===== src/hdl/lsuOpPkg.sv =====
package lsuOpPkg;

  // Access size, taken from the low two bits of funct3
  typedef enum logic [1:0] {
    sizeByte = 2'b00,
    sizeHalf = 2'b01,
    sizeWord = 2'b10
  } memSizeT;

  // Load operations, bit 2 set marks a zero-extended load
  localparam logic [2:0] LB  = 3'b000;
  localparam logic [2:0] LH  = 3'b001;
  localparam logic [2:0] LW  = 3'b010;
  localparam logic [2:0] LBU = 3'b100;
  localparam logic [2:0] LHU = 3'b101;

  // Store operations
  localparam logic [2:0] SB  = 3'b000;
  localparam logic [2:0] SH  = 3'b001;
  localparam logic [2:0] SW  = 3'b010;

  function automatic memSizeT sizeOf(input logic [2:0] funct3);
    return memSizeT'(funct3[1:0]);
  endfunction

endpackage


===== src/hdl/loadExtend.sv =====
module loadExtend #(
  parameter int LLEN = 32
) (
  input  logic [2:0]      funct3,
  input  logic [LLEN-1:0] alignedData,
  output logic [LLEN-1:0] loadData
);

  // Sign bits are forced to zero for unsigned loads
  logic byteSign;
  logic halfSign;

  assign byteSign = ~funct3[2] & alignedData[7];
  assign halfSign = ~funct3[2] & alignedData[15];

  always_comb begin
    case (lsuOpPkg::sizeOf(funct3))
      lsuOpPkg::sizeByte: loadData = {{(LLEN-8){byteSign}}, alignedData[7:0]};
      lsuOpPkg::sizeHalf: loadData = {{(LLEN-16){halfSign}}, alignedData[15:0]};
      // Full word needs no extension
      default:            loadData = alignedData;
    endcase
  end

endmodule


===== config.mk =====
export PLATFORM = sky130hd
export DESIGN_NAME = loadExtend
export DESIGN_NICKNAME = d
export VERILOG_FILES = /design/src/hdl/lsuOpPkg.sv /design/src/hdl/loadExtend.sv
export SDC_FILE = /design/constraint.sdc
export NUM_CORES = 1
export LEC_CHECK = 0
export ABC_AREA = 1
export BUFFER_PORTS_ARGS = -buffer_cell sky130_fd_sc_hd__buf_2
export CORE_AREA = 2 2 39 41
export DETAILED_ROUTE_END_ITERATION = 10
export DIE_AREA = 0 0 41 43
export PLACE_DENSITY_LB_ADDON = 0.25
export SETUP_SLACK_MARGIN = 0.3
export SYNTH_ARGS = -nofsm -noshare
export SYNTH_HDL_FRONTEND = slang
export SYNTH_SLANG_ARGS = --single-unit

===== constraint.sdc =====
create_clock -name vclk -period 1
set_input_delay 0.05 -clock vclk [all_inputs]
set_output_delay 0.05 -clock vclk [all_outputs]
set_load 0.02 [all_outputs]

**Word-level counts from Yosys, hierarchy flattened**

Index checks and enable logic that the tools add are counted.

- Register bits after elaboration: 0
- Latch bits: 0
- RAM bits: 0
- Memory bits (read-only): 0
- Bits of input ports: 35
- Word-level logic and storage cells: 6
- Memories kept: 0

- Add/sub/neg operators: 0
- Multiply operators: 0
- Divide/modulo/power cells: 0
- Magnitude comparators: 0
- Equal/unequal tests: 1
- Shift operators: 0
- Muxes and demuxes: 1
- Bitwise gates (word level): 3
- Reductions and logical operators: 1

Operators by type and width:

| cell | count |
|---|---|
| $pmux W32 S2 | 1 |
| $and A1 B1 Y1 | 2 |
| $eq A2 B1 Y1 const B | 1 |
| $logic_not A2 Y1 | 1 |
| $not A1 Y1 | 1 |

**Longest topological paths before layout**

- Word-level depth: 3
- Mapped depth: 6
- Depth with buffers taken out: 4

**Worst setup path before layout**

No wires, ideal clock.

- Path type: in2out
- Start: in funct3[1]
- End: out loadData[20]
- Arrival time: 0.677 ns
- Setup slack: 0.273 ns
- Stages: 5
- Path buffers: 2
- Cell sequence: buf_6 nor2_4 nand2_4 buf_6 nand3_1

- Longest elaborated chain between the ends: 2
- Elaborated cells between the ends (all ways): 3

RTL lines:

| what | line | RTL |
|---|---|---|
| start: declaration | loadExtend.sv:4 | `input logic [2:0] funct3,` |
| $eq A2 B1 Y1 / $logic_not A2 Y1 (equally long branches) | loadExtend.sv:17 | `case (lsuOpPkg::sizeOf(funct3))` |
| $pmux W32 S2 (*) | loadExtend.sv:17 |  |
| end: declaration | loadExtend.sv:6 | `output logic [LLEN-1:0] loadData` |

Every way passes the cells marked *; elsewhere a longest branch is shown, timed or not.

**Worst setup path after layout**

- Start: in funct3[0]
- End: out loadData[14]

The elaborated chain is that of the path after synthesis.

==> impl_metrics.yaml <==
sta:
  worst_pin_slew_ns: 0.164
  post-route-min-period_ns: 0.761
  drv_slew: 0
  maxSlewHeadroom_pct: 89.0
  rsz0062_at_grt: "yes"
  totalNegativeSetupSlack_ns: 0
  fin_crit_sh_pct: 76.1
  setup_viol: 0
  finalHoldViolCount: 0
  clock.fmax_mhz: 1310
  fin_hold_ws_ns: 0.100
  worst_slack_ns: 0.239
placed_design:
  dp.cells: 129
  place.gp.congestion: 0.790
  placed_area_um2: 613
  port_buffers: 53
  preCtsSetupSlack_ns: 0.123
  dp_hpwl_um: 952
setup_path:
  crit_chain: "buf_8 > nor2_4 > nand2_4 > buf_16 > nand2_2 > buf_6"
  start_kind: "primary input"
  crit_path_end_kind: "output port"
  critPathSlowestCell: "buf_16"
  critPathKind: "primary input to output port"
  crit_path_max_fanout: 10
  crit_arrival_ns: 0.71
  cp_num_buf_inv: 3
  critPathMaxStageDelay_ns: 0.16
  critPathLaunch: "funct3[0]"
  crit_required_ns: 0.95
  cpLargestDelayFamily: "buffers and inverters"
global_route:
  grt_pass1_wl_um: 2080
  grt_pass1_vias: 484
  grt.overflow.total: 0
  track_usage_pct: 15.9
  grt_max_degree: 17
  antenna_found_initial: 0
routing:
  via_per_inst: 4.74
  drt_iter0_drc: 3
  detail_route.wl_per_cell_um: 12.0
  route.detailed.drc: 0
  ant_nets: 0
  vias: 621
  postRouteWirelength_um: 1570
  first_pass_iters: 2
final_layout:
  final_cells: 131
  fin_nets: 152
  register_area_um2: 0
  area_growth_pct: 142
  layout-drive-gt1-share_pct: 80.0
  nClkBuffers: 0
  utilization_pct: 70.6
  nFlopsAndLatches: 0
  fin_area_um2: 977
  diodes: 0
power_and_ir_drop:
  seq_power_share_pct: 0
  leakage_nw: 0.576
  peakVddDrop_mv: 0.258
  combPwrFrac_pct: 100.0
  swShare_pct: 49.8
  finalPower_mw: 0.564
  clockPowerShare_pct: 0
  p_int_mw: 0.283
  powerDensity_nw_per_um2: 577
  switching_power_mw: 0.281
min_path:
  hp-class: "primary input to output port"
  worstHoldStart: "alignedData[0]"
synth:
  syn_area_um2: 404
  synth_area_leaders: "nand2_1 22%, nand3_1 17%, buf_4 15%"
  synth_fp_nets: 106
  synth-seq-area-share_pct: 0
  ys_top_cells_by_count: "24 x nand2_1, 14 x nand3_1, 8 x buf_4, 8 x o21ai_0, 5 x buf_6"
  syn_area_per_cell_um2: 5.69
  synth_top_area_share_pct: 22.3
  yosysTopAreaCell: "nand2_1"
  ys.warnings.count: 0
  ys_types: 13
  synth.most_common_cell: "nand2_1"
  synthCells: 71
floorplan:
  dieArea_um2: 1760
  core_area_um2: 1380
  ioPinCount: 67
  die_h_um: 43
  fp.dieW_um: 41
  initial_core_util_pct: 29.2
  rows: 14
outcome:
  outcome: "completed"
run:
  max-cap-violations: 0
clock_network:
  cts_setup_buffers: 0
  ctsHoldBuffers: 0
## power groups by stage
stage          registers [mW]  logic [mW]  clock network (mW)
6_report                    0       0.564                   0
5_1_grt                     0       0.597                   0
4_1_cts                     0       0.489                   0
3_5_place_dp                0       0.364                   0
3_3_place_gp                0       0.362                   0
2_1_floorplan               0       0.279                   0
## cell families (layout without fill, tap and decap cells)
group	Yosys count	in the layout	share of synthesized area, %
buf+inv	17	61	33.1
compound gates	8	8	9.91
simple gates	46	46	57.0
## cell usage in the layout (no fill, tap or decap)
master,synthesis,layout
nand2_4,1,5
buf_6,5,29
nand2_1,24,16
buf_16,0,1
nand2_8,0,1
buf_2,2,25
o21ai_4,0,1
nor2_4,2,3
buf_8,0,3
nand3_1,14,4
inv_4,0,1
nand2_2,2,5
o21ai_1,0,3
nand3_2,2,11
buf_4,8,1
o21ai_2,0,4
nand3_4,0,1
inv_2,1,1
## layout make-up
class	instances	area, um^2
Fill cell	120	407
Tap cell	16	20.0
Multi-Input combinational cell	54	415
Inverter	2	10.0
Timing Repair Buffer	59	532
## worst paths after layout
kind,end,slack [ns],depth (start not counted)
worst min-delay path,loadData[0],0.10,0
worst max-delay path,loadData[14],0.24,6
## repair_timing
action	in CTS	in global routing
pin swaps	0	2
resized for setup	66	33
endpoints found under the setup margin	24	24
cloned	1	1
## layer usage
layer	routed length, um	track usage [%]
met1	485	17.7
met3	115	0.524
met2	966	31.6
met4	0	0.667
met5	0	0
(Power assumes the default switching activity.)
