`config.mk`:
```
export PLATFORM = sky130hd
export DESIGN_NAME = byteMaskGen
export DESIGN_NICKNAME = d
export VERILOG_FILES = /design/src/hdl/lsuOpPkg.sv /design/src/hdl/byteMaskGen.sv
export SDC_FILE = /design/constraint.sdc
export NUM_CORES = 1
export LEC_CHECK = 0
export ABC_AREA = 1
export BUFFER_PORTS_ARGS = -buffer_cell sky130_fd_sc_hd__buf_2
export CORE_AREA = 8 8 45 47
export DETAILED_ROUTE_END_ITERATION = 12
export DIE_AREA = 0 0 53 55
export PLACE_DENSITY_LB_ADDON = 0.15
export SLEW_MARGIN = 15
export SYNTH_ARGS = -nofsm -noshare
export SYNTH_HDL_FRONTEND = slang
export SYNTH_SLANG_ARGS = --single-unit
export TNS_END_PERCENT = 20
```
`constraint.sdc`:
```
create_clock -name vclk -period 0.8
set_input_delay 0.24 -clock vclk [all_inputs]
set_output_delay 0.24 -clock vclk [all_outputs]
set_load 0.02 [all_outputs]
```
`src/hdl/lsuOpPkg.sv`:
```
package lsuOpPkg;

  // Access size, taken from the low two bits of funct3
  typedef enum logic [1:0] {
    sizeByte = 2'b00,
    sizeHalf = 2'b01,
    sizeWord = 2'b10
  } memSizeT;

  // Load operations, bit 2 set marks a zero-extended load
  localparam logic [2:0] LB  = 3'b000;
  localparam logic [2:0] LH  = 3'b001;
  localparam logic [2:0] LW  = 3'b010;
  localparam logic [2:0] LBU = 3'b100;
  localparam logic [2:0] LHU = 3'b101;

  // Store operations
  localparam logic [2:0] SB  = 3'b000;
  localparam logic [2:0] SH  = 3'b001;
  localparam logic [2:0] SW  = 3'b010;

  function automatic memSizeT sizeOf(input logic [2:0] funct3);
    return memSizeT'(funct3[1:0]);
  endfunction

endpackage

```
`src/hdl/byteMaskGen.sv`:
```
module byteMaskGen #(
  parameter int LLEN = 32
) (
  input  lsuOpPkg::memSizeT        size,
  input  logic [$clog2(LLEN/8)-1:0] byteOffset,
  output logic [LLEN/8-1:0]        byteMask,
  output logic [LLEN/8-1:0]        byteMaskExt
);

  localparam int BYTES = LLEN / 8;

  // Run of ones at byte 0 over a two-word window
  logic [2*BYTES-1:0] run;
  // Run moved to the access offset
  logic [2*BYTES-1:0] window;

  always_comb begin
    run = '0;
    case (size)
      lsuOpPkg::sizeByte: run[0]   = 1'b1;
      lsuOpPkg::sizeHalf: run[1:0] = 2'b11;
      lsuOpPkg::sizeWord: run[3:0] = 4'b1111;
      // Unused size code covers the whole word
      default:            run[BYTES-1:0] = '1;
    endcase
  end

  // Bytes past the word end land in the upper half
  assign window = run << byteOffset;

  // Upper half feeds the second spill cycle or an in-line misaligned access
  assign byteMask    = window[BYTES-1:0];
  assign byteMaskExt = window[2*BYTES-1:BYTES];

endmodule

```
After elaboration in Yosys (flattened, before gate mapping)
Cells that the tools add are included.
Widths: inputs -> output; s select.
- input port bits: 4
- word-level logic and storage cells: 6
- flip-flop bits (word level): 0
- reduce and logical (&&, ||, !) cells: 2
- mux-type cells: 2
- shift operators: 1
- equality and inequality tests: 1
- operators with widths (kind ; count):
    $shl 4x2->8 ; 1
    $eq 2x1->1 const B ; 1
    $logic_not 2->1 ; 1
    $mux 2 ; 1
    $reduce_or 2->1 ; 1
    $mux 1 ; 1

Longest topological paths before layout
Gate-level depths: netlist of the first run.
- word-level depth: 4
- gate-level depth with buffers: 4
- depth with buffers taken out: 4

Least setup slack after synthesis of the first run
No wires, ideal clock.
- kind: input to output
- from: in byteOffset[0]
- to: out byteMask[2]
- required time: 560 ps
- setup slack: -93 ps
- path buffers: 0
- stages: 2
- data arrival time: 653 ps
- cells stage by stage: nand2_1 -> a21boi_1
- longest elaborated chain between the ends: 1
- RTL lines (item ; line ; text):
    start, declared ; byteMaskGen.sv:5 ; input logic [$clog2(LLEN/8)-1:0] byteOffset,
    $shl 4x2->8 ; byteMaskGen.sv:29 ; assign window = run << byteOffset;
    end, declared ; byteMaskGen.sv:6 ; output logic [LLEN/8-1:0] byteMask,
Every way passes these cells.

Worst setup path after layout of the first run
- from: in byteOffset[1]
- to: out byteMaskExt[0]
- longest elaborated chain between the ends: 1
- RTL lines (item ; line ; text):
    $shl 4x2->8 ; byteMaskGen.sv:29 ;
    end, declared ; byteMaskGen.sv:7 ; output logic [LLEN/8-1:0] byteMaskExt
Every way passes these cells.

==> results of run 1 <==
## area by class of cell
class,count,area [um^2],share of cell area [%]
multi-input combinational,15,106,36.6
inverter,3,11.3,3.88
tap,16,20.0,6.90
timing repair buffer,13,153,52.6
## what timing repair did
action	4_1_cts	5_1_grt
pin swaps	5	4
hold buffers	0	0
gates resized for setup	31	8
endpoints found under the setup margin	7	7
## tightest hold or removal path: stages
cell and delay [ps]:
buf_12 90, a21oi_2 40, buf_6 120
## logic make-up (layout without fill, tap and decap cells)
| kind of cell | after synthesis | count (layout) |
|---|---|---|
| buf+inv | 4 | 16 |
| other cells | 1 | 1 |
| compound gates | 3 | 3 |
| simple gates | 11 | 11 |
## worst max-delay path by stage
| stage | from | end | cells past startpoint |
|---|---|---|---|
| finish | byteOffset[1] | byteMaskExt[0] | 5 |
| global route | byteOffset[0] | byteMaskExt[0] | 6 |
| CTS | byteOffset[0] | byteMask[2] | 4 |
| detailed placement | byteOffset[1] | byteMask[2] | 4 |
| global placement | byteOffset[0] | byteMask[3] | 4 |
| floorplan | byteOffset[0] | byteMask[1] | 2 |
## cell usage in the layout, fill, tap and decap left out, drive strengths merged
cell	netlist	final
conb	1	1
nor2	4	4
nand2	7	7
inv	3	3
buf	1	13
a21oi	2	2
a21boi	1	1
## power groups by stage
stage                     clock, mW  sequential [mW]  combinational [mW]
after floorplan                   0                0              0.0649
after global placement            0                0               0.115
after detailed placement          0                0               0.113
after CTS                         0                0               0.175
after global routing              0                0               0.200
final                             0                0               0.188
## per-layer routing
layer / up-vias / wire length, um / global-route usage [%]
met5: - / 0 / 0
met4: 0 / 0 / 0
met3: 0 / 90 / 1.60
met2: 11 / 143 / 3.91
met1: 65 / 203 / 3.92
li1: 84 / - / -
==> metrics.md, run 1 <==
| Metric | Value |
|---|---|
| Outcome | complete, but fails checks |
| Failing checks | setup timing |
| Die Wd | 53 um |
| Synth top cells by count | nand2_1 (7), nor2_1 (4), inv_1 (3) |
| Critical path endpoint category | output pin |
| Largest delay share family, worst path | buffers and inverters |
| DR vias/cell | 3.40 |
| Final max-slew violation count | 0 |
| Final GP Congestion | 0.679 |
| Hold endpoint | byteMask[1] |
| Setup WS pre-CTS | -214 ps |
| Util after Layout | 21.0% |
| Num sequential | 0 |
| Setup CP Type | input port to output pin |
| Post-route design area | 290 um^2 |
| Mean Syn Cell Area | 4.28 um^2 |
| Placed inst area | 168 um^2 |
| Total GRT Usage | 2.83% |
| Max_cap viols | 0 |
| Register area share after synthesis | 0% |
| Final Critical Period | 931 ps |
| Cell Rows | 14 |
| Post-CTS Setup Bufs | 0 |
| Yosys cell types | 7 |
| Fin Setup TNS | -735 ps |
| CP Launch Type | input port |
| Clock Power Share | 0% |
| Largest net degree at the start of global routing | 7 |
| Post-synth top area share | about a third |
| Initial drt markers | 0 |
| # DRC | 0 |
| First-pass GRT wire length | approximately 660 um |
| NetSw | 0.0920 mW |
| Vias in the first global route | 152 |
| # clk buffers | 0 |
| Max stage delay on crit path | 130 ps |
| Post-Place Cells | 47 |
| Nets | 37 |
| HP Start | byteOffset[1] |
| Hold-critical path depth | 3 |
| Data arrival, critical path | a little under 700 ps |
| Core area | 1380 um^2 |
| Peak VDD IR | between 0.2 and 0.25 mV |
| Vert. Die Dim | between 50 and 60 um |
| Highest clock rate | 1070 MHz |
| Crit-path cells | buf_12 -> buf_6 -> nand2_1 -> nand2_1 -> buf_6 |
| Initial core utilization | approximately 5.9% |
| Initial antenna violation count | 0 |
| First-pass DRT Iterations | 1 |
| Most common cell in the netlist | nand2_1 |
| Fin. Hold Viols | 0 |
| Crit-path slowest cell | buf_6 |
| Leak | 0.142 nW |
| Fillers | 165 |
| Die area | 2920 um^2 |
| Post-Synth Simple-Gate Area | 50.8% |
| Pwr Total | 0.188 mW |
| Cell taking the most area after synthesis | nand2_1 |
| Hold slack | 733 ps |
| Worst hold path class | input port to output pin |
| Final ANT Viol Nets | 0 |
| Via count | 160 |
| Post-synthesis mux area share | 0% |
| Number of diodes | 0 |
| Avg WL per Cell | 9.30 um |
| Syn_nets | 23 |
| Post-DP HPWL | 352 um |
| Gate power share | 100.0% |
| Cell-internal power | 0.0956 mW |
| CP bufs+invs | 3 |
| RSZ-0062 raised after global routing | true |
| Power density cells | about 650 nW/um^2 |
| Global route overflow | 0 |
| Post-synthesis compound-gate area fraction | 21.5% |
| Register area | 0 um^2 |
| Setup ws final | -131 ps |
| Post-synthesis xor/xnor area fraction | 0% |
| Syn Std Cell Area | 81.3 um^2 |
| Area Overhead vs Synth | 257% |
| Final Instance Count excl. Fillers | 47 |
| Boundary Pins | 12 |
| Fraction of layout cells with a size suffix above 1 | 80.6% |
| Largest family of logic cells by synthesized area | simple AND/OR/NAND/NOR gates |
| Adder-Cell Fraction of Synth Area | 0% |
| YS warnings | 0 |
| Final period utilization | 116% |
| Required time of the critical path | 560 ps |
| IO Port Bufs | 11 |
| Final wirelength | 437 um |
| Sw frac | 49.0% |
| Setup Viol. Count Final | 7 |
| Top cells by area, synth | nand2_1 (32%), nor2_1 (18%), inv_1 (14%) |
| CP max FO | 6 |
| Synth Instances | 19 |
| Sequential share of power | 0% |
(Power assumes the default switching activity.)
==> run 2, diff against run 1 <==
MAX_ROUTING_LAYER = met4   (was not set)
SLEW_MARGIN = 20   (was 15)
==> run 2 against run 1 <==
Global-route usage rose by 0.086 points. Non-clock buffer count unchanged. Total power about the same. Setup slack stayed put. Utilization unchanged. Largest cell class unchanged. Combinational power about the same. Hold slack about the same. Critical path type unchanged. The run still ends with setup timing left. First-iteration DRC count did not move.
==> metrics.md, run 2 (synthesized netlist as in run 1, its figures left out) <==
| Metric | Value |
|---|---|
| Fraction of layout cells with a size suffix above 1 | 80.6% (unchanged) |
| Die Wd | 53 um (unchanged) |
| Peak VDD IR | 0.233 mV (about the same) |
| Required time of the critical path | 560 ps (about the same) |
| Initial core utilization | 5.88% (unchanged) |
| Register area | 0 um^2 (unchanged) |
| CP Launch Type | input port |
| Setup ws final | -131 ps (unchanged) |
| Max layer used | met3 |
| Vias in the first global route | 152 (unchanged) |
| Highest clock rate | 1070 MHz (unchanged) |
| Crit-path cells | buf_12 -> buf_6 -> nand2_1 -> nand2_1 -> buf_6 |
| DR vias/cell | 3.40 (unchanged) |
| Post-DP HPWL | 352 um (unchanged) |
| Nets | 37 (unchanged) |
| Boundary Pins | 12 (unchanged) |
| # clk buffers | 0 (unchanged) |
| Cell depth of the worst setup path | 5 (unchanged) |
| CP max FO | 6 (unchanged) |
| Fin. Hold Viols | 0 (unchanged) |
| Post-route design area | 290 um^2 (unchanged) |
| IO Port Bufs | 11 (unchanged) |
| Global route overflow | 0 (unchanged) |
| Hold slack | 733 ps (+0.480 ps) |
| Largest net degree at the start of global routing | 7 (unchanged) |
| Final GP Congestion | 0.686 (+1.0%) |
| RSZ-0062 raised after global routing | true |
| Total GRT Usage | 2.92% (+0.086 points) |
| Core area | 1380 um^2 (unchanged) |
| Final wirelength | 437 um (unchanged) |
| Initial drt markers | 0 (unchanged) |
| First-pass GRT wire length | 662 um (unchanged) |
| Placed inst area | 168 um^2 (unchanged) |
| Area Overhead vs Synth | 257% (unchanged) |
| Final ANT Viol Nets | 0 (unchanged) |
| Crit-path slowest cell | buf_6 |
| Wl on met1 | 237 um (+17%) |
| Number of diodes | 0 (unchanged) |
| Setup CP Type | input port to output pin |
| Max_cap viols | 0 (unchanged) |
| Critical path endpoint category | output pin |
| Most common cell after layout, fill and taps aside | buf_6 |
| Commonest cells after routing, fill and taps aside | buf_6 (6), nand2_1 (4), buf_4 (4) |
| Outcome | complete, but fails checks |
| Post-CTS Hold Buffers | 0 (unchanged) |
| Final Critical Period | 931 ps (unchanged) |
| Leak | 0.142 nW (unchanged) |
| Post-Place Cells | 47 (unchanged) |
| Cell Rows | 14 (unchanged) |
| Power density cells | 646 nW/um^2 (about the same) |
| First-pass DRT Iterations | 1 (unchanged) |
| Pwr Total | 0.188 mW (about the same) |
| Num sequential | 0 (unchanged) |
| Post-CTS Setup Bufs | 0 (unchanged) |
| Max stage delay on crit path | 130 ps (about the same) |
| Failing checks | setup timing |
| Final max-slew violation count | 0 (unchanged) |
| Data arrival, critical path | 690 ps (about the same) |
| Setup Viol. Count Final | 7 (unchanged) |
| DR WL met3 | 56 um (-38%) |
| # DRC | 0 (unchanged) |
| Avg WL per Cell | 9.30 um (unchanged) |
| Via count | 160 (unchanged) |
| Worst hold path class | input port to output pin |
| Hold-critical path depth | 3 (unchanged) |
| Initial antenna violation count | 0 (unchanged) |
| CP bufs+invs | 3 (unchanged) |
| Vert. Die Dim | 55 um (unchanged) |
| Routed length on met2 | 143 um (unchanged) |
| Die area | 2920 um^2 (unchanged) |
| Fin Setup TNS | -734 ps (+0.820 ps) |
| Final Instance Count excl. Fillers | 47 (unchanged) |
| Final period utilization | 116% (unchanged) |
| Largest delay share family, worst path | buffers and inverters |
run 2: cell counts in the layout (fill, tap and decap cells not counted):
Identical to the previous run, type by type.
run 2: final timing paths:
path,from,end,slack [ps]
setup / recovery,byteOffset[1],byteMaskExt[0],-130
hold / removal,byteOffset[1],byteMask[1],730
run 2: what timing repair did:
item,4_1_cts,5_1_grt
pin swaps,5,4
setup endpoints to repair,7,7
gates cloned,0,0
resized for setup,31,8
run 2: through the flow:
step                utilization, %  setup WS, ps
CTS                           19.3          -137
global route                  21.0          -170
global placement              12.1          -229
finish                        21.0          -131
floorplan                        -         -86.3
detailed placement            12.1          -214
run 2: power by group:
part	switching (mW)	total (mW)	internal, mW
clock	0	0	0
sequential	0	0	0
combinational	0.0920	0.188	0.0956
run 2: area by class of cell:
cell class,count,area (um^2)
fill,165,1090
inverter,3,11.3
multi-input combinational,15,106
tap,16,20.0
timing repair buffer,13,153
run 2: layer usage:
metal  vias to the layer above  GRT usage [%]
met1                        65           4.52
met2                        11           3.91
met4                         0              0
li1                         84              -
met5                         -              -
met3                         0          0.535
run 2: worst min-delay path, delay by kind of cell:
kind	cells	cell delay (ps)
buffers and inverters	2	210
AO/OA/AOI/OAI	1	40
