==> config.mk <==
export PLATFORM = sky130hd
export DESIGN_NAME = alignUnit_flat
export DESIGN_NICKNAME = d
export VERILOG_FILES = /design/src/hdl/lsuOpPkg.sv /design/src/hdl/memPortIf.sv /design/src/hdl/alignUnit.sv /design/src/flat_wrapper.sv
export SDC_FILE = /design/constraint.sdc
export NUM_CORES = 1
export LEC_CHECK = 0
export BUFFER_PORTS_ARGS = -buffer_cell sky130_fd_sc_hd__clkbuf_2
export CAP_MARGIN = 25
export CORE_AREA = 5 5 100 102
export CTS_BUF_LIST = sky130_fd_sc_hd__clkbuf_4
export DETAILED_ROUTE_END_ITERATION = 16
export DIE_AREA = 0 0 105 107
export PLACE_DENSITY = 0.88
export SYNTH_ARGS = -nofsm -noshare
export SYNTH_HDL_FRONTEND = slang
export SYNTH_SLANG_ARGS = --single-unit
==> constraint.sdc <==
create_clock -name clk -period 4.7 [get_ports clk]
set_clock_uncertainty 0.05 [all_clocks]
set_input_delay 0.705 -clock clk [delete_from_list [all_inputs] [get_ports clk]]
set_output_delay 0.705 -clock clk [all_outputs]
set_load 0.02 [all_outputs]
==> src/hdl/lsuOpPkg.sv <==
package lsuOpPkg;

  // Access size, taken from the low two bits of funct3
  typedef enum logic [1:0] {
    sizeByte = 2'b00,
    sizeHalf = 2'b01,
    sizeWord = 2'b10
  } memSizeT;

  // Load operations, bit 2 set marks a zero-extended load
  localparam logic [2:0] LB  = 3'b000;
  localparam logic [2:0] LH  = 3'b001;
  localparam logic [2:0] LW  = 3'b010;
  localparam logic [2:0] LBU = 3'b100;
  localparam logic [2:0] LHU = 3'b101;

  // Store operations
  localparam logic [2:0] SB  = 3'b000;
  localparam logic [2:0] SH  = 3'b001;
  localparam logic [2:0] SW  = 3'b010;

  function automatic memSizeT sizeOf(input logic [2:0] funct3);
    return memSizeT'(funct3[1:0]);
  endfunction

endpackage

==> src/hdl/memPortIf.sv <==
interface memPortIf #(
  parameter int LLEN = 32,
  parameter int ADRW = 10
);

  // Byte address of the lower word, always word aligned
  logic [ADRW-1:0]       adr;
  // Lower word in the low half, in-line successor in the high half
  logic [2*LLEN/8-1:0]   byteMask;
  logic [2*LLEN-1:0]     writeData;
  logic                  write;
  logic [2*LLEN-1:0]     readData;

  // Alignment unit side
  modport requester (
    output adr, byteMask, writeData, write,
    input  readData
  );

  // RAM side
  modport memory (
    input  adr, byteMask, writeData, write,
    output readData
  );

endinterface

==> src/hdl/alignUnit.sv <==
module alignUnit #(
  parameter int LLEN      = 32,
  parameter int LINEBYTES = 16,
  parameter int ADRW      = 10
) (
  input  logic                 clk,
  input  logic                 arstN,
  input  logic                 reqValid,
  input  logic                 write,
  input  logic [2:0]           funct3,
  input  logic [ADRW-1:0]      adr,
  input  logic [LLEN-1:0]      writeData,
  input  logic [LLEN/8-1:0]    byteMask,
  input  logic [LLEN/8-1:0]    byteMaskExt,
  output logic [LLEN-1:0]      alignedData,
  output logic                 stall,
  memPortIf.requester          mem
);

  localparam int BYTES = LLEN / 8;
  localparam int BOFS  = $clog2(BYTES);
  localparam int LOFS  = $clog2(LINEBYTES);

  typedef enum logic {stReady, stSpill} spillStateT;

  spillStateT             curState;
  spillStateT             nextState;
  lsuOpPkg::memSizeT      size;
  logic [BOFS-1:0]        byteOffset;
  logic [BOFS+2:0]        shiftAmt;
  logic                   halfMis;
  logic                   wordMis;
  logic                   spillReq;
  logic                   selSpill;
  logic [ADRW-1:0]        wordAdr;
  logic [LLEN-1:0]        firstWord;
  logic [2*BYTES-1:0]     maskSave;
  logic [2*BYTES-1:0]     maskMux;
  logic [2*LLEN-1:0]      readAll;
  logic [2*LLEN-1:0]      readShift;
  logic [3*LLEN-1:0]      writeExt;

  ////////////////////////////////////////
  // Spill detection
  ////////////////////////////////////////

  assign size       = lsuOpPkg::sizeOf(funct3);
  assign byteOffset = adr[BOFS-1:0];

  // Misaligned when offset bits below the size are nonzero
  assign halfMis = (size == lsuOpPkg::sizeHalf) & adr[0];
  assign wordMis = (size == lsuOpPkg::sizeWord) & (adr[BOFS-1:0] != '0);

  // Spill when the access also starts in the last word or half of the line
  assign spillReq = reqValid &
                    ((halfMis & (adr[LOFS-1:1] == '1)) |
                     (wordMis & (adr[LOFS-1:BOFS] == '1)));

  ////////////////////////////////////////
  // Spill sequencing
  ////////////////////////////////////////

  always_ff @(posedge clk or negedge arstN) begin
    if (!arstN) begin
      curState <= stReady;
    end else begin
      curState <= nextState;
    end
  end

  always_comb begin
    case (curState)
      stReady: nextState = spillReq ? stSpill : stReady;
      // Second half always takes exactly one cycle
      stSpill: nextState = stReady;
      default: nextState = stReady;
    endcase
  end

  assign selSpill = (curState == stSpill);

  // Hold the requester only in the first cycle of a spill
  assign stall = (curState == stReady) & spillReq;

  // Second cycle goes to the first word of the next line
  assign wordAdr = {adr[ADRW-1:BOFS], {BOFS{1'b0}}};
  assign mem.adr = selSpill ? wordAdr + ADRW'(BYTES) : wordAdr;

  // Lower word and both masks captured while stalled
  always_ff @(posedge clk or negedge arstN) begin
    if (!arstN) begin
      firstWord <= '0;
      maskSave  <= '0;
    end else if (stall) begin
      firstWord <= mem.readData[LLEN-1:0];
      maskSave  <= {byteMaskExt, byteMask};
    end
  end

  ////////////////////////////////////////
  // Read path
  ////////////////////////////////////////

  // During a spill the new lower word sits above the saved one
  assign readAll = selSpill ? {mem.readData[LLEN-1:0], firstWord} : mem.readData;

  // Byte shift of the whole two-word window
  assign shiftAmt    = {byteOffset, 3'b000};
  assign readShift   = readAll >> shiftAmt;
  assign alignedData = readShift[LLEN-1:0];

  ////////////////////////////////////////
  // Write path
  ////////////////////////////////////////

  // Three copies so both output words see the rotated store data
  assign writeExt      = {writeData, writeData, writeData} << shiftAmt;
  assign mem.writeData = writeExt[3*LLEN-1:LLEN];
  assign mem.write     = reqValid & write;

  // Saved mask in the spill cycle, live mask otherwise
  assign maskMux = selSpill ? maskSave : {byteMaskExt, byteMask};

  always_comb begin
    if (selSpill) begin
      // Upper bytes moved into the lower word of the next line
      mem.byteMask = {{BYTES{1'b0}}, maskMux[2*BYTES-1:BYTES]};
    end else if (stall) begin
      // First spill cycle only touches the end of the current line
      mem.byteMask = {{BYTES{1'b0}}, maskMux[BYTES-1:0]};
    end else begin
      mem.byteMask = maskMux;
    end
  end

endmodule

==> src/flat_wrapper.sv <==
// flat-port wrapper written by rule: the top's interface ports become plain ports
module alignUnit_flat 
#(
  parameter int LLEN      = 32,
  parameter int LINEBYTES = 16,
  parameter int ADRW      = 10
)
  (clk, arstN, reqValid, write, funct3, adr, writeData, byteMask, byteMaskExt, alignedData, stall, mem_adr, mem_byteMask, mem_writeData, mem_write, mem_readData);
  memPortIf #(.LLEN(LLEN), .ADRW(ADRW)) mem_i ();
  input  logic clk;
  input  logic arstN;
  input  logic reqValid;
  input  logic write;
  input  logic [2:0] funct3;
  input  logic [ADRW-1:0] adr;
  input  logic [LLEN-1:0] writeData;
  input  logic [LLEN/8-1:0] byteMask;
  input  logic [LLEN/8-1:0] byteMaskExt;
  output logic [LLEN-1:0] alignedData;
  output logic stall;
  output wire logic [$bits(mem_i.adr)-1:0] mem_adr;
  output wire logic [$bits(mem_i.byteMask)-1:0] mem_byteMask;
  output wire logic [$bits(mem_i.writeData)-1:0] mem_writeData;
  output wire logic [$bits(mem_i.write)-1:0] mem_write;
  input wire logic [$bits(mem_i.readData)-1:0] mem_readData;
  assign mem_adr = mem_i.adr;
  assign mem_byteMask = mem_i.byteMask;
  assign mem_writeData = mem_i.writeData;
  assign mem_write = mem_i.write;
  assign mem_i.readData = mem_readData;
  alignUnit #(.LLEN(LLEN), .LINEBYTES(LINEBYTES), .ADRW(ADRW)) u_core (.clk(clk), .arstN(arstN), .reqValid(reqValid), .write(write), .funct3(funct3), .adr(adr), .writeData(writeData), .byteMask(byteMask), .byteMaskExt(byteMaskExt), .alignedData(alignedData), .stall(stall), .mem(mem_i));
endmodule
---- Yosys cells after proc, flatten, opt, wreduce, memory -nomap -nowiden ----
Index checks and enable logic that the tools add are counted.
word-level totals
  bits of input ports ..................... 121
  logic and storage cells ................. 27
  register bits after elaboration ......... 41
  output and inout port bits .............. 116
operators by class
  mux-type cells .......................... 7
  bitwise gates (word level) .............. 9
  shift-type cells ........................ 2
  reductions and logical operators ........ 1
  equality and inequality tests ........... 4
  add/subtract/negate cells ............... 1
operator list
  operator                                        number
  << shifter 96 x 5 -> 96 bit                     1
  2-to-1 mux 64 bit                               1
  >> shifter 64 x 5 -> 32 bit                     1
  2-to-1 mux 8 bit                                3
  adder 10 x 3 -> 10 bit (second input constant)  1
  2-to-1 mux 10 bit                               1
  bitwise AND 1 bit                               7
  == test 2 bit (second input constant)           2
  == test 3 bit (second input constant)           1
  == test 2 x 1 -> 1 bit (second input constant)  1
  case mux 1 bit (2 select lines)                 1
  nonzero test 2 bit                              1
  2-to-1 mux 1 bit                                1
  NOT 1 bit                                       1
  bitwise OR 1 bit                                1

---- Logic depth before layout (Yosys ltp) ----
Gate-level depths: netlist (run 1).
  depth in word-level cells ............... 8
  gate-level depth with buffers ........... 6
  depth with buffers taken out ............ 5

---- Worst setup path before layout (run 1) ----
No wires, ideal clock.
  path type ............................... input to output
  from .................................... input adr[0]
  to ...................................... output mem_writeData[40]
  stages .................................. 5
  data arrival time ....................... 2.052 ns
  buffers on the path ..................... 4
  required time ........................... 3.945 ns
  setup slack ............................. 1.893 ns
  cell sequence ........................... buf_6 buf_4 buf_4 mux4_2 buf_4
between the ends
  cells in the longest elaborated chain, start to end .. 1
ends and longest elaborated chain
  element                      line                source
  start: declaration           flat_wrapper.sv:15  input logic [ADRW-1:0] adr;
  << shifter 96 x 5 -> 96 bit  alignUnit.sv:117    assign writeExt = {writeData, writeData, writeData} << shiftAmt;
  end: declaration             flat_wrapper.sv:23  output wire logic [$bits(mem_i.writeData)-1:0] mem_writeData;
No other way between the ends.

---- Worst setup path in the final report (run 1) ----
  from .................................... register u_core.curState
  to ...................................... output alignedData[9]
between the ends
  cells in the longest elaborated chain, start to end .. 2
ends and longest elaborated chain
  element                      line                source
  start: declaration           alignUnit.sv:26     spillStateT curState;
  start signal: assignment     alignUnit.sv:65     curState <= stReady;
  start signal: assignment     alignUnit.sv:67     curState <= nextState;
  2-to-1 mux 64 bit            alignUnit.sv:105    assign readAll = selSpill ? {mem.readData[LLEN-1:0], firstWord} : mem.readData;
  >> shifter 64 x 5 -> 32 bit  alignUnit.sv:109    assign readShift = readAll >> shiftAmt;
  end: declaration             flat_wrapper.sv:19  output logic [LLEN-1:0] alignedData;
No other way between the ends.

==> impl_metrics.yaml, run 1 <==
finish:
  nFillCells: 723
  layout_common_cells: "223 x clkbuf_2, 70 x mux4_2, 38 x mux2_2, 36 x dfrtp_1, 35 x mux2_4"
  multi_input_area_um2: 3025
  ff_latch_area_um2: 927.1
  layout_commonest_cell: "clkbuf_2"
  final_nets: 582
  drive_above_1_share_pct: 83.51
  diodes: 0
  area_growth_pct: 21.68
critical_path:
  cpPeakStageDelay_ns: 0.90
  cp_cell_sequence: "buf_12 > mux4_1 > mux2_2 > clkbuf_2"
  r2r_cells: 3
  cp_top_family: "multiplexers"
  path_buf_inv: 2
  cp-endpoint: "alignedData[9]"
  cp_slowest_cell: "dfrtp_2"
  cp-end-kind: "output pin"
  r2r_end: "u_core.firstWord[9]"
  rrSetupSlack_ns: 2.40
  crit_type: "flip-flop to output pin"
  cp.depth: 4
  crit_required_ns: 3.94
  crit_fanout: 30
  reg2reg_from: "u_core.curState"
  arrival_ns: 2.65
  startpoint_type: "flip-flop"
  crit_path_start: "u_core.curState"
synth:
  synthDistinctLibCells: 23
  ys_seq_area_share_pct: 20.97
  syn_avg_cell_area_um2: 15.66
  ys_ff_latch: 37
  synth_area_um2: 4415
  yosysWarnings: 0
  post_synth_inst_count: 282
placed_design:
  portBuffers: 225
  gp_congestion: 0.8618
  dpl.hpwl_um: 9549
power_and_ir_drop:
  p_leak_uw: 0.002586
  p_sw_uw: 474.6
  power_density_nw_per_um2: 247.0
  power.internal_uw: 852.3
  clockPowerShare_pct: 16.7
  finalPower_uw: 1327
  peakVddDrop_mv: 0.1294
  p_seq_share_pct: 34.9
  p_comb_share_pct: 48.4
  swShare_pct: 35.77
sta:
  fin_crit_sh_pct: 72.53
  fin_crit_ns: 3.409
  maxSlewHeadroom_pct: 47.12
  finalSetupViolations: 0
  tightestPinTransition_ns: 0.7932
  rsz0062_at_grt: "no"
  max_freq_mhz: 293.4
  timing.final.max_slew_violations: 0
  hold_violations: 0
  tns_ns: 0
clocking:
  clk_pin_slew_worst_paths_ns: 0.12
  clk_path_buf_depth: 2
  cts_buffers: 5
  cts_hold_buf: 0
  ctsResizeCount: 0
  clock_latency_ns: 0.33
  postCtsSetupRepairBufs: 0
  cts_tree: "yes"
  cts.sinks: 37
  h-tree-depth: 2
  cts-root-buf: "clkbuf_4"
drt:
  drt-pass1-iter-count: 4
  vias: 3386
  wirelength_um: 11810
  route.detailed.drc: 0
  drt-vias-per-instance: 5.920
  ant_nets: 0
  wl_per_cell_um: 20.64
  drtIter0Drc: 142
die:
  start_util_pct: 48.95
  num_rows: 35
  pin_count: 237
  die_w_um: 105
  die-area_um2: 11240
  fp.dieH_um: 107
  core_um2: 9021
global_route:
  antenna_found_initial: 0
  grt_pass1_wl_um: 18520
  grt_max_degree: 52
  overflow: 0
  grt_pass1_vias: 3574
  track_usage_pct: 20.22
outcome:
  outcome: "finished, final reports clean"
min_path:
  hp-class: "input port to asynchronous set/reset pin"
flow_run:
  maxCapViolations: 0
## layer usage
metal	vias to the layer above	GRT usage, %	part of all wire (%)
met3	13	5.539	8.3
met2	154	37.28	55
li1	1497	-	-
met4	0	4.110	1.2
met5	-	0	0
met1	1722	23.53	36
## synth_stat cells
cell	instances	area share [%]
mux4_1	10	6.0
buf_2	11	1.2
nor2_1	3	0.26
nand2_1	4	0.34
mux2_4	35	12
conb_1	1	0.085
a21oi_1	1	0.11
buf_6	9	2.3
mux2_2	38	9.7
xnor2_1	4	0.79
nand3b_1	1	0.17
nand4b_4	1	0.54
and2_1	5	0.71
mux4_2	70	36
xor2_1	3	0.60
o22ai_2	1	0.28
nand3b_4	1	0.45
buf_4	41	7.0
nand4_1	3	0.43
ha_1	1	0.28
dfrtp_1	37	21
and3_1	1	0.14
inv_1	1	0.085
## kinds of logic (layout without fill, tap and decap cells)
logic type      Yosys count  in the layout  share of synthesized area [%]
compound gates            2              2                         0.3966
xor+xnor                  7              7                          1.389
fa+ha+maj                 1              1                         0.2833
buf+inv                  62            240                          10.60
flops                    37             37                          20.97
mux                     153            153                          63.25
other cells               1              2                        0.08493
simple gates             19             19                          3.032
## worst register-to-register path, cell delays in order, from the launching register on
cell	delay [ns]
dfrtp_2	0.90
nand3b_4	0.28
buf_4	0.55
mux2_2	0.42
## through the flow
step	util [%]	hold slack (ns)	cell area, um^2	instances	worst slack [ns]
2_1_floorplan	-	0.3594	4419	283	1.893
3_3_place_gp	58.46	0.4371	5274	563	1.481
3_5_place_dp	58.46	0.4405	5274	563	1.397
4_1_cts	59.33	0.4667	5353	571	1.232
5_1_grt	59.56	0.05393	5373	572	1.132
6_report	59.56	0.09695	5373	572	1.291
## state kept, by name, indices dropped and copies added, names as in the netlist
register,flops
u_core.curState,1
u_core.maskSave,4
u_core.firstWord,32
## how the worst min path moves through the flow
stage	endpoint	depth (start not counted)	startpoint	slack, ns
2_1_floorplan	u_core.curState	0	arstN	0.36
3_3_place_gp	u_core.firstWord[6]	1	u_core.firstWord[6]	0.44
3_5_place_dp	u_core.firstWord[2]	1	u_core.firstWord[2]	0.44
4_1_cts	u_core.firstWord[28]	1	arstN	0.47
5_1_grt	u_core.firstWord[20]	1	arstN	0.05
6_report	u_core.firstWord[20]	1	arstN	0.1
## power groups by stage
stage / Combinational [uW] / Sequential, uW / Clock, uW
3_3_place_gp: 627 / 460 / 0
3_5_place_dp: 646 / 467 / 0
5_1_grt: 686 / 475 / 242
6_report: 642 / 463 / 221
2_1_floorplan: 491 / 442 / 0
4_1_cts: 647 / 462 / 231
## cell type report
class / instances / area share [%]
Multi-Input combinational cell: 184 / 56.31
Timing Repair Buffer: 231 / 22.31
Inverter: 1 / 0.06986
Clock inverter: 2 / 0.6288
Clock buffer: 6 / 0.8384
Sequential cell: 37 / 17.26
Tap cell: 111 / 2.585
Power figures use the tool's default switching activity.
==> run 2, diff against run 1 <==
--- a/config.mk
+++ b/config.mk
@@ -5,13 +5,14 @@
 export SDC_FILE = /design/constraint.sdc
 export NUM_CORES = 1
 export LEC_CHECK = 0
+export ABC_AREA = 1
 export BUFFER_PORTS_ARGS = -buffer_cell sky130_fd_sc_hd__clkbuf_2
 export CAP_MARGIN = 25
-export CORE_AREA = 5 5 100 102
+export CORE_AREA = 5 5 108 110
 export CTS_BUF_LIST = sky130_fd_sc_hd__clkbuf_4
 export DETAILED_ROUTE_END_ITERATION = 16
-export DIE_AREA = 0 0 105 107
-export PLACE_DENSITY = 0.88
+export DIE_AREA = 0 0 113 115
+export PLACE_DENSITY = 0.79
 export SYNTH_ARGS = -nofsm -noshare
 export SYNTH_HDL_FRONTEND = slang
 export SYNTH_SLANG_ARGS = --single-unit
==> constraint.sdc (replaced) <==
create_clock -name clk -period 2.89 [get_ports clk]
set_clock_uncertainty 0.05 [all_clocks]
set_input_delay 0.4335 -clock clk [delete_from_list [all_inputs] [get_ports clk]]
set_output_delay 0.4335 -clock clk [all_outputs]
set_load 0.02 [all_outputs]
==> impl_metrics.yaml, run 2 <==
power_and_ir_drop:
  power_density_nw_per_um2: 354.6
  p_leak_uw: 0.003265
  swShare_pct: 45.34
  p_seq_share_pct: 36.3
  p_sw_uw: 866.6
  peakVddDrop_mv: 0.2099
  power.internal_uw: 1045
  clockPowerShare_pct: 14.8
  p_comb_share_pct: 48.8
  finalPower_uw: 1911
placed_design:
  gp_congestion: 0.9422
  dpl_cell_area_um2: 5303
  portBuffers: 225
  dpl.hpwl_um: 12340
finish:
  largestRegisters: "u_core.firstWord x32, u_core.maskSave x4, u_core.curState x1"
  post-route-cell-area_um2: 5390
  final_nets: 1061
  top_register: "u_core.firstWord"
  nFillCells: 1165
  layout_commonest_cell: "nand2_1"
  layout_common_cells: "339 x nand2_1, 225 x clkbuf_2, 93 x o21ai_0, 59 x inv_1, 38 x nand4_1"
  largest_reg_flops: 32
  ff_latch_area_um2: 927.1
  drive_above_1_share_pct: 29.68
  area_growth_pct: 24.19
  multi_input_area_um2: 2670
outcome:
  outcome: "finished, final reports clean"
sta:
  timing.final.max_slew_violations: 0
  hold_violations: 0
  tns_ns: 0
  fin_crit_sh_pct: 88.57
  maxSlewHeadroom_pct: 65.65
  tightestPinTransition_ns: 0.5146
  finalSetupViolations: 0
  fin_crit_ns: 2.560
  max_freq_mhz: 390.7
  rsz0062_at_grt: "no"
critical_path:
  cp_slowest_cell: "dfrtp_2"
  startpoint_type: "flip-flop"
  crit_fanout: 20
  crit_required_ns: 2.41
  arrival_ns: 2.08
  cpPeakStageDelay_ns: 0.45
  crit_type: "flip-flop to output pin"
  cp-end-kind: "output pin"
  cp_cell_sequence: "inv_2 > buf_4 > a21boi_0 > o21ai_0 > inv_1 > nand2_1 > clkbuf_2"
clocking:
  cts.sinks: 37
  cts_tree: "yes"
  clk_pin_slew_worst_paths_ns: 0.14
  h-tree-depth: 2
  clk_path_buf_depth: 2
  ctsResizeCount: 0
  cts-root-buf: "clkbuf_4"
  cts_buffers: 5
  clock_latency_ns: 0.35
drt:
  route.detailed.drc: 0
  drt-pass1-iter-count: 5
  ant_nets: 0
  vias: 5509
  drtIter0Drc: 425
  drt-vias-per-instance: 5.096
  wl_per_cell_um: 14.74
  wirelength_um: 15930
synth:
  synth_top_area_cell: "nand2_1"
  yosysMostFrequentCell: "nand2_1"
  syn_avg_cell_area_um2: 5.622
  ys_ff_latch: 37
  synth_edf_count: 0
  post_synth_inst_count: 772
  synthDistinctLibCells: 26
  synth_top_area_share_pct: 29.32
  async_flop_share_pct: 100.0
  synth_area_um2: 4340
  ys.flop_type: "dfrtp_1"
  ys_seq_area_share_pct: 21.33
  synth_commonest_cells: "339 x nand2_1, 93 x o21ai_0, 59 x inv_1"
  yosysWarnings: 0
  synth_area_leaders: "nand2_1 29%, dfrtp_1 21%, o21ai_0 11%"
min_path:
  hp-class: "input port to flip-flop"
global_route:
  grt_pass1_vias: 4970
  grt_max_degree: 72
  antenna_found_initial: 2
  grt_pass1_wl_um: 24430
  overflow: 0
  track_usage_pct: 23.09
die:
  start_util_pct: 40.94
  fp.dieH_um: 115
  core_um2: 10600
  num_rows: 38
  die-area_um2: 13000
  pin_count: 237
  die_w_um: 113
flow_run:
  maxCapViolations: 0
==> run 2: cell count changes after synthesis, sizes merged, moves of 24 or more <==
cell | before | now
mux2 | 73 | 0
nor2 | 3 | 27
nand3 | 0 | 38
o21ai | 0 | 98
mux4 | 80 | 0
inv | 1 | 61
nand2 | 4 | 340
nand4 | 3 | 38
==> run 2: cells by family after synthesis <==
group	count (synthesis)	synth area share [%]
and+or+nand+nor	462	44.60
buffers and inverters	149	17.24
AOI/OAI and AO/OA	101	11.76
DFF	37	21.33
muxes	16	3.690
xor gates and xnor gates	5	1.009
adders and majority gates	1	0.2882
other	1	0.08640
==> run 2: final cells by class <==
cell class | count | area share, %
tap | 140 | 3.250
clock inverter | 3 | 0.3250
sequential | 37 | 17.20
antenna | 1 | 0.04643
timing repair buffer | 247 | 24.70
inverter | 61 | 4.248
clock buffer | 5 | 0.6964
multi-input combinational | 587 | 49.54
==> run 2: worst paths after layout <==
path	start	slack [ns]	depth (start not counted)	to
worst max-delay path	u_core.curState	0.33	7	alignedData[8]
worst min-delay path	mem_readData[29]	0.25	3	u_core.firstWord[29]
worst max register to register	u_core.curState	0.98	7	u_core.firstWord[21]
worst min register to register	u_core.firstWord[28]	0.43	2	u_core.firstWord[28]
max in group asynchronous	arstN	2.02	3	u_core.curState
min in group asynchronous	arstN	0.35	2	u_core.firstWord[17]
==> run 2: power groups by stage <==
stage	Clock (uW)	Combinational [uW]	Sequential, uW
after floorplan	0	643	690
after global routing	317	1030	708
after detailed placement	0	933	703
after global placement	0	919	699
final	284	933	694
after CTS	296	934	693
==> run 2: what timing repair did <==
| action | 4_1_cts | 5_1_grt |
|---|---|---|
| hold buffers | 0 | 1 |
| endpoints found under the setup margin | 0 | 0 |
| hold endpoints to repair | 0 | 2 |
| setup buffers | 0 | 0 |
==> run 2: through the flow <==
step	hold slack (ns)	std cells	setup WS [ns]	utilization [%]
4_1_cts	0.1764	1078	0.3201	50.53
2_1_floorplan	0.08791	773	0.7169	-
6_report	0.2515	1081	0.3304	50.84
3_3_place_gp	0.3979	1070	0.3212	50.01
5_1_grt	0.2403	1081	0.1667	50.84
3_5_place_dp	0.4028	1070	0.3318	50.01
==> run 2: critical path: cells and delay by family (launching register included) <==
family	cells	cell delay [ns]
compound gates	2	0.34
simple gates	1	0.08
buf+inv	4	0.85
flops	1	0.45
==> run 2: metal layers <==
| layer | up-vias | routed length (um) | global-route usage (%) |
|---|---|---|---|
| met5 | - | 0 | 0 |
| met4 | 0 | 420 | 7.933 |
| met3 | 32 | 1529 | 5.158 |
| met2 | 275 | 7638 | 40.68 |
| met1 | 2459 | 6345 | 27.83 |
| li1 | 2743 | - | - |
==> run 3, diff against run 2 <==
--- a/config.mk
+++ b/config.mk
@@ -8,11 +8,12 @@
 export ABC_AREA = 1
 export BUFFER_PORTS_ARGS = -buffer_cell sky130_fd_sc_hd__clkbuf_2
 export CAP_MARGIN = 25
-export CORE_AREA = 5 5 108 110
+export CORE_AREA = 5 5 127 129
 export CTS_BUF_LIST = sky130_fd_sc_hd__clkbuf_4
+export CTS_CLUSTER_DIAMETER = 200
 export DETAILED_ROUTE_END_ITERATION = 16
-export DIE_AREA = 0 0 113 115
-export PLACE_DENSITY = 0.79
+export DIE_AREA = 0 0 132 134
+export PLACE_DENSITY = 0.6
 export SYNTH_ARGS = -nofsm -noshare
 export SYNTH_HDL_FRONTEND = slang
 export SYNTH_SLANG_ARGS = --single-unit
==> impl_metrics.yaml, run 3 (synthesis results as in run 2) <==
outcome:
  outcome: "finished, final reports clean"
sta:
  finalSetupViolations: 0
  max_freq_mhz: 386.1
  maxSlewHeadroom_pct: 61.23
  timing.final.max_slew_violations: 0
  tns_ns: 0
  fin_crit_sh_pct: 89.61
  hold_violations: 0
  fin_crit_ns: 2.590
  tightestPinTransition_ns: 0.5815
  finalWorstSetupSlack_ns: 0.3003
  rsz0062_at_grt: "no"
drt:
  drtIter0Drc: 280
  vias: 5386
  wl_per_cell_um: 15.06
  drt-vias-per-instance: 4.792
  drt-pass1-iter-count: 8
  route.detailed.drc: 0
  wirelength_um: 16920
  ant_nets: 0
min_path:
  hp-class: "input port to asynchronous set/reset pin"
critical_path:
  startpoint_type: "flip-flop"
  cp_common_cell: "nand2_1"
  cp_slowest_cell: "dfrtp_2"
  crit_required_ns: 2.41
  rrSetupSlack_ns: 1.22
  crit_fanout: 59
  cpPeakStageDelay_ns: 0.51
  path_buf_inv: 4
  cp_top_family: "flip-flops"
  cp-end-kind: "output pin"
  cp_cell_sequence: "inv_2 > buf_12 > o21ai_0 > nand2_1 > nand2_1 > inv_1 > nand2_1 > clkbuf_2"
  arrival_ns: 2.11
  crit_type: "flip-flop to output pin"
clocking:
  h-tree-depth: 2
  cts-root-buf: "clkbuf_4"
  cts_buffers: 5
  cts.sinks: 37
  cts_hold_buf: 0
  cts_tree: "yes"
  clk_path_buf_depth: 2
  postCtsSetupRepairBufs: 0
  clk_pin_slew_worst_paths_ns: 0.12
  ctsResizeCount: 0
  clock_latency_ns: 0.35
finish:
  drive_above_1_share_pct: 29.49
  area_growth_pct: 24.62
  diodes: 0
  layout_common_cells: "339 x nand2_1, 225 x clkbuf_2, 93 x o21ai_0, 59 x inv_1, 38 x nand4_1"
  largestRegisters: "u_core.firstWord x32, u_core.maskSave x4, u_core.curState x1"
  top_register: "u_core.firstWord"
  final_nets: 1058
  largest_reg_flops: 32
  layout_commonest_cell: "nand2_1"
  nFillCells: 1665
global_route:
  grt_max_degree: 60
  overflow: 0
  grt_pass1_wl_um: 26530
  grt_pass1_vias: 5125
  antenna_found_initial: 0
  track_usage_pct: 18.10
die:
  pin_count: 237
  fp.dieH_um: 134
  die_w_um: 132
  num_rows: 45
  core_um2: 14920
  start_util_pct: 29.09
  die-area_um2: 17690
placed_design:
  portBuffers: 225
  dpl.hpwl_um: 13130
  place_ws_ns: 0.4040
  gp_congestion: 0.8388
power_and_ir_drop:
  clockPowerShare_pct: 15.2
  peakVddDrop_mv: 0.2062
  p_sw_uw: 860.2
  p_leak_uw: 0.003248
  p_seq_share_pct: 36.3
  p_comb_share_pct: 48.4
  swShare_pct: 45.03
  power_density_nw_per_um2: 353.2
  power.internal_uw: 1050
flow_run:
  maxCapViolations: 0
-- run 3: changes by cell type in the layout (fill, tap and decap cells not counted) --
| cell | delta |
|---|---|
| dlygate4sd3_1 | -1 |
| clkinvlp_4 | -1 |
| clkinv_2 | -2 |
| buf_12 | -1 |
| clkinv_4 | +1 |
| buf_4 | -1 |
| diode_2 | -1 |
| clkbuf_4 | +1 |
-- run 3: power groups by stage --
stage | sequential, uW | clock (uW) | combinational (uW)
floorplan | 690 | 0 | 643
global placement | 700 | 0 | 931
detailed placement | 704 | 0 | 937
CTS | 693 | 297 | 938
global route | 710 | 319 | 1040
finish | 694 | 291 | 925
-- run 3: area by class of cell --
type                    instances  area [um^2]  area share (%)
clock inverters                 1        8.758          0.1619
multi-input cells             587         2670           49.36
well taps                     188        235.2           4.349
repair buffers                244         1294           23.92
inverters                      61        229.0           4.233
flip-flops and latches         37        927.1           17.14
clock buffers                   6        45.04          0.8328
-- run 3: final timing paths --
kind	from	end	cells after the start
min	arstN	u_core.firstWord[14]	1
max reg2reg	u_core.curState	u_core.firstWord[24]	6
max	u_core.curState	alignedData[30]	8
max in group asynchronous	arstN	u_core.firstWord[24]	2
min in group clk	byteMaskExt[3]	u_core.maskSave[7]	3
min reg2reg	u_core.firstWord[27]	u_core.firstWord[27]	2
-- run 3: per-stage QoR --
| step | std cells | hold slack, ns | power (uW) | cell area [um^2] | util, % |
|---|---|---|---|---|---|
| detailed placement | 1117 | 0.4028 | 1640 | 5355 | 35.89 |
| finish | 1124 | 0.006833 | 1910 | 5409 | 36.25 |
| global route | 1124 | 0.03857 | 2065 | 5409 | 36.25 |
| CTS | 1124 | 0.01693 | 1929 | 5409 | 36.25 |
| floorplan | 773 | 0.08791 | 1334 | 4344 | - |
| global placement | 1117 | 0.3977 | 1631 | 5355 | 35.89 |
-- run 3: layer usage --
metal  vias to the layer above  global-route usage [%]  part of all wire [%]  wire (um)
met4                         0                   3.886                   1.7        295
li1                       2733                       -                     -          -
met5                         -                       0                     0          0
met2                       234                   31.78                    48       8109
met3                        17                   4.689                   9.0       1526
met1                      2402                   22.32                    41       6990
-- run 3: worst reg2reg max path: cells and delay by family (launching register included) --
family	cells	cell delay [ns]
DFF	1	0.51
buffers and inverters	3	0.68
and+or+nand+nor	3	0.32
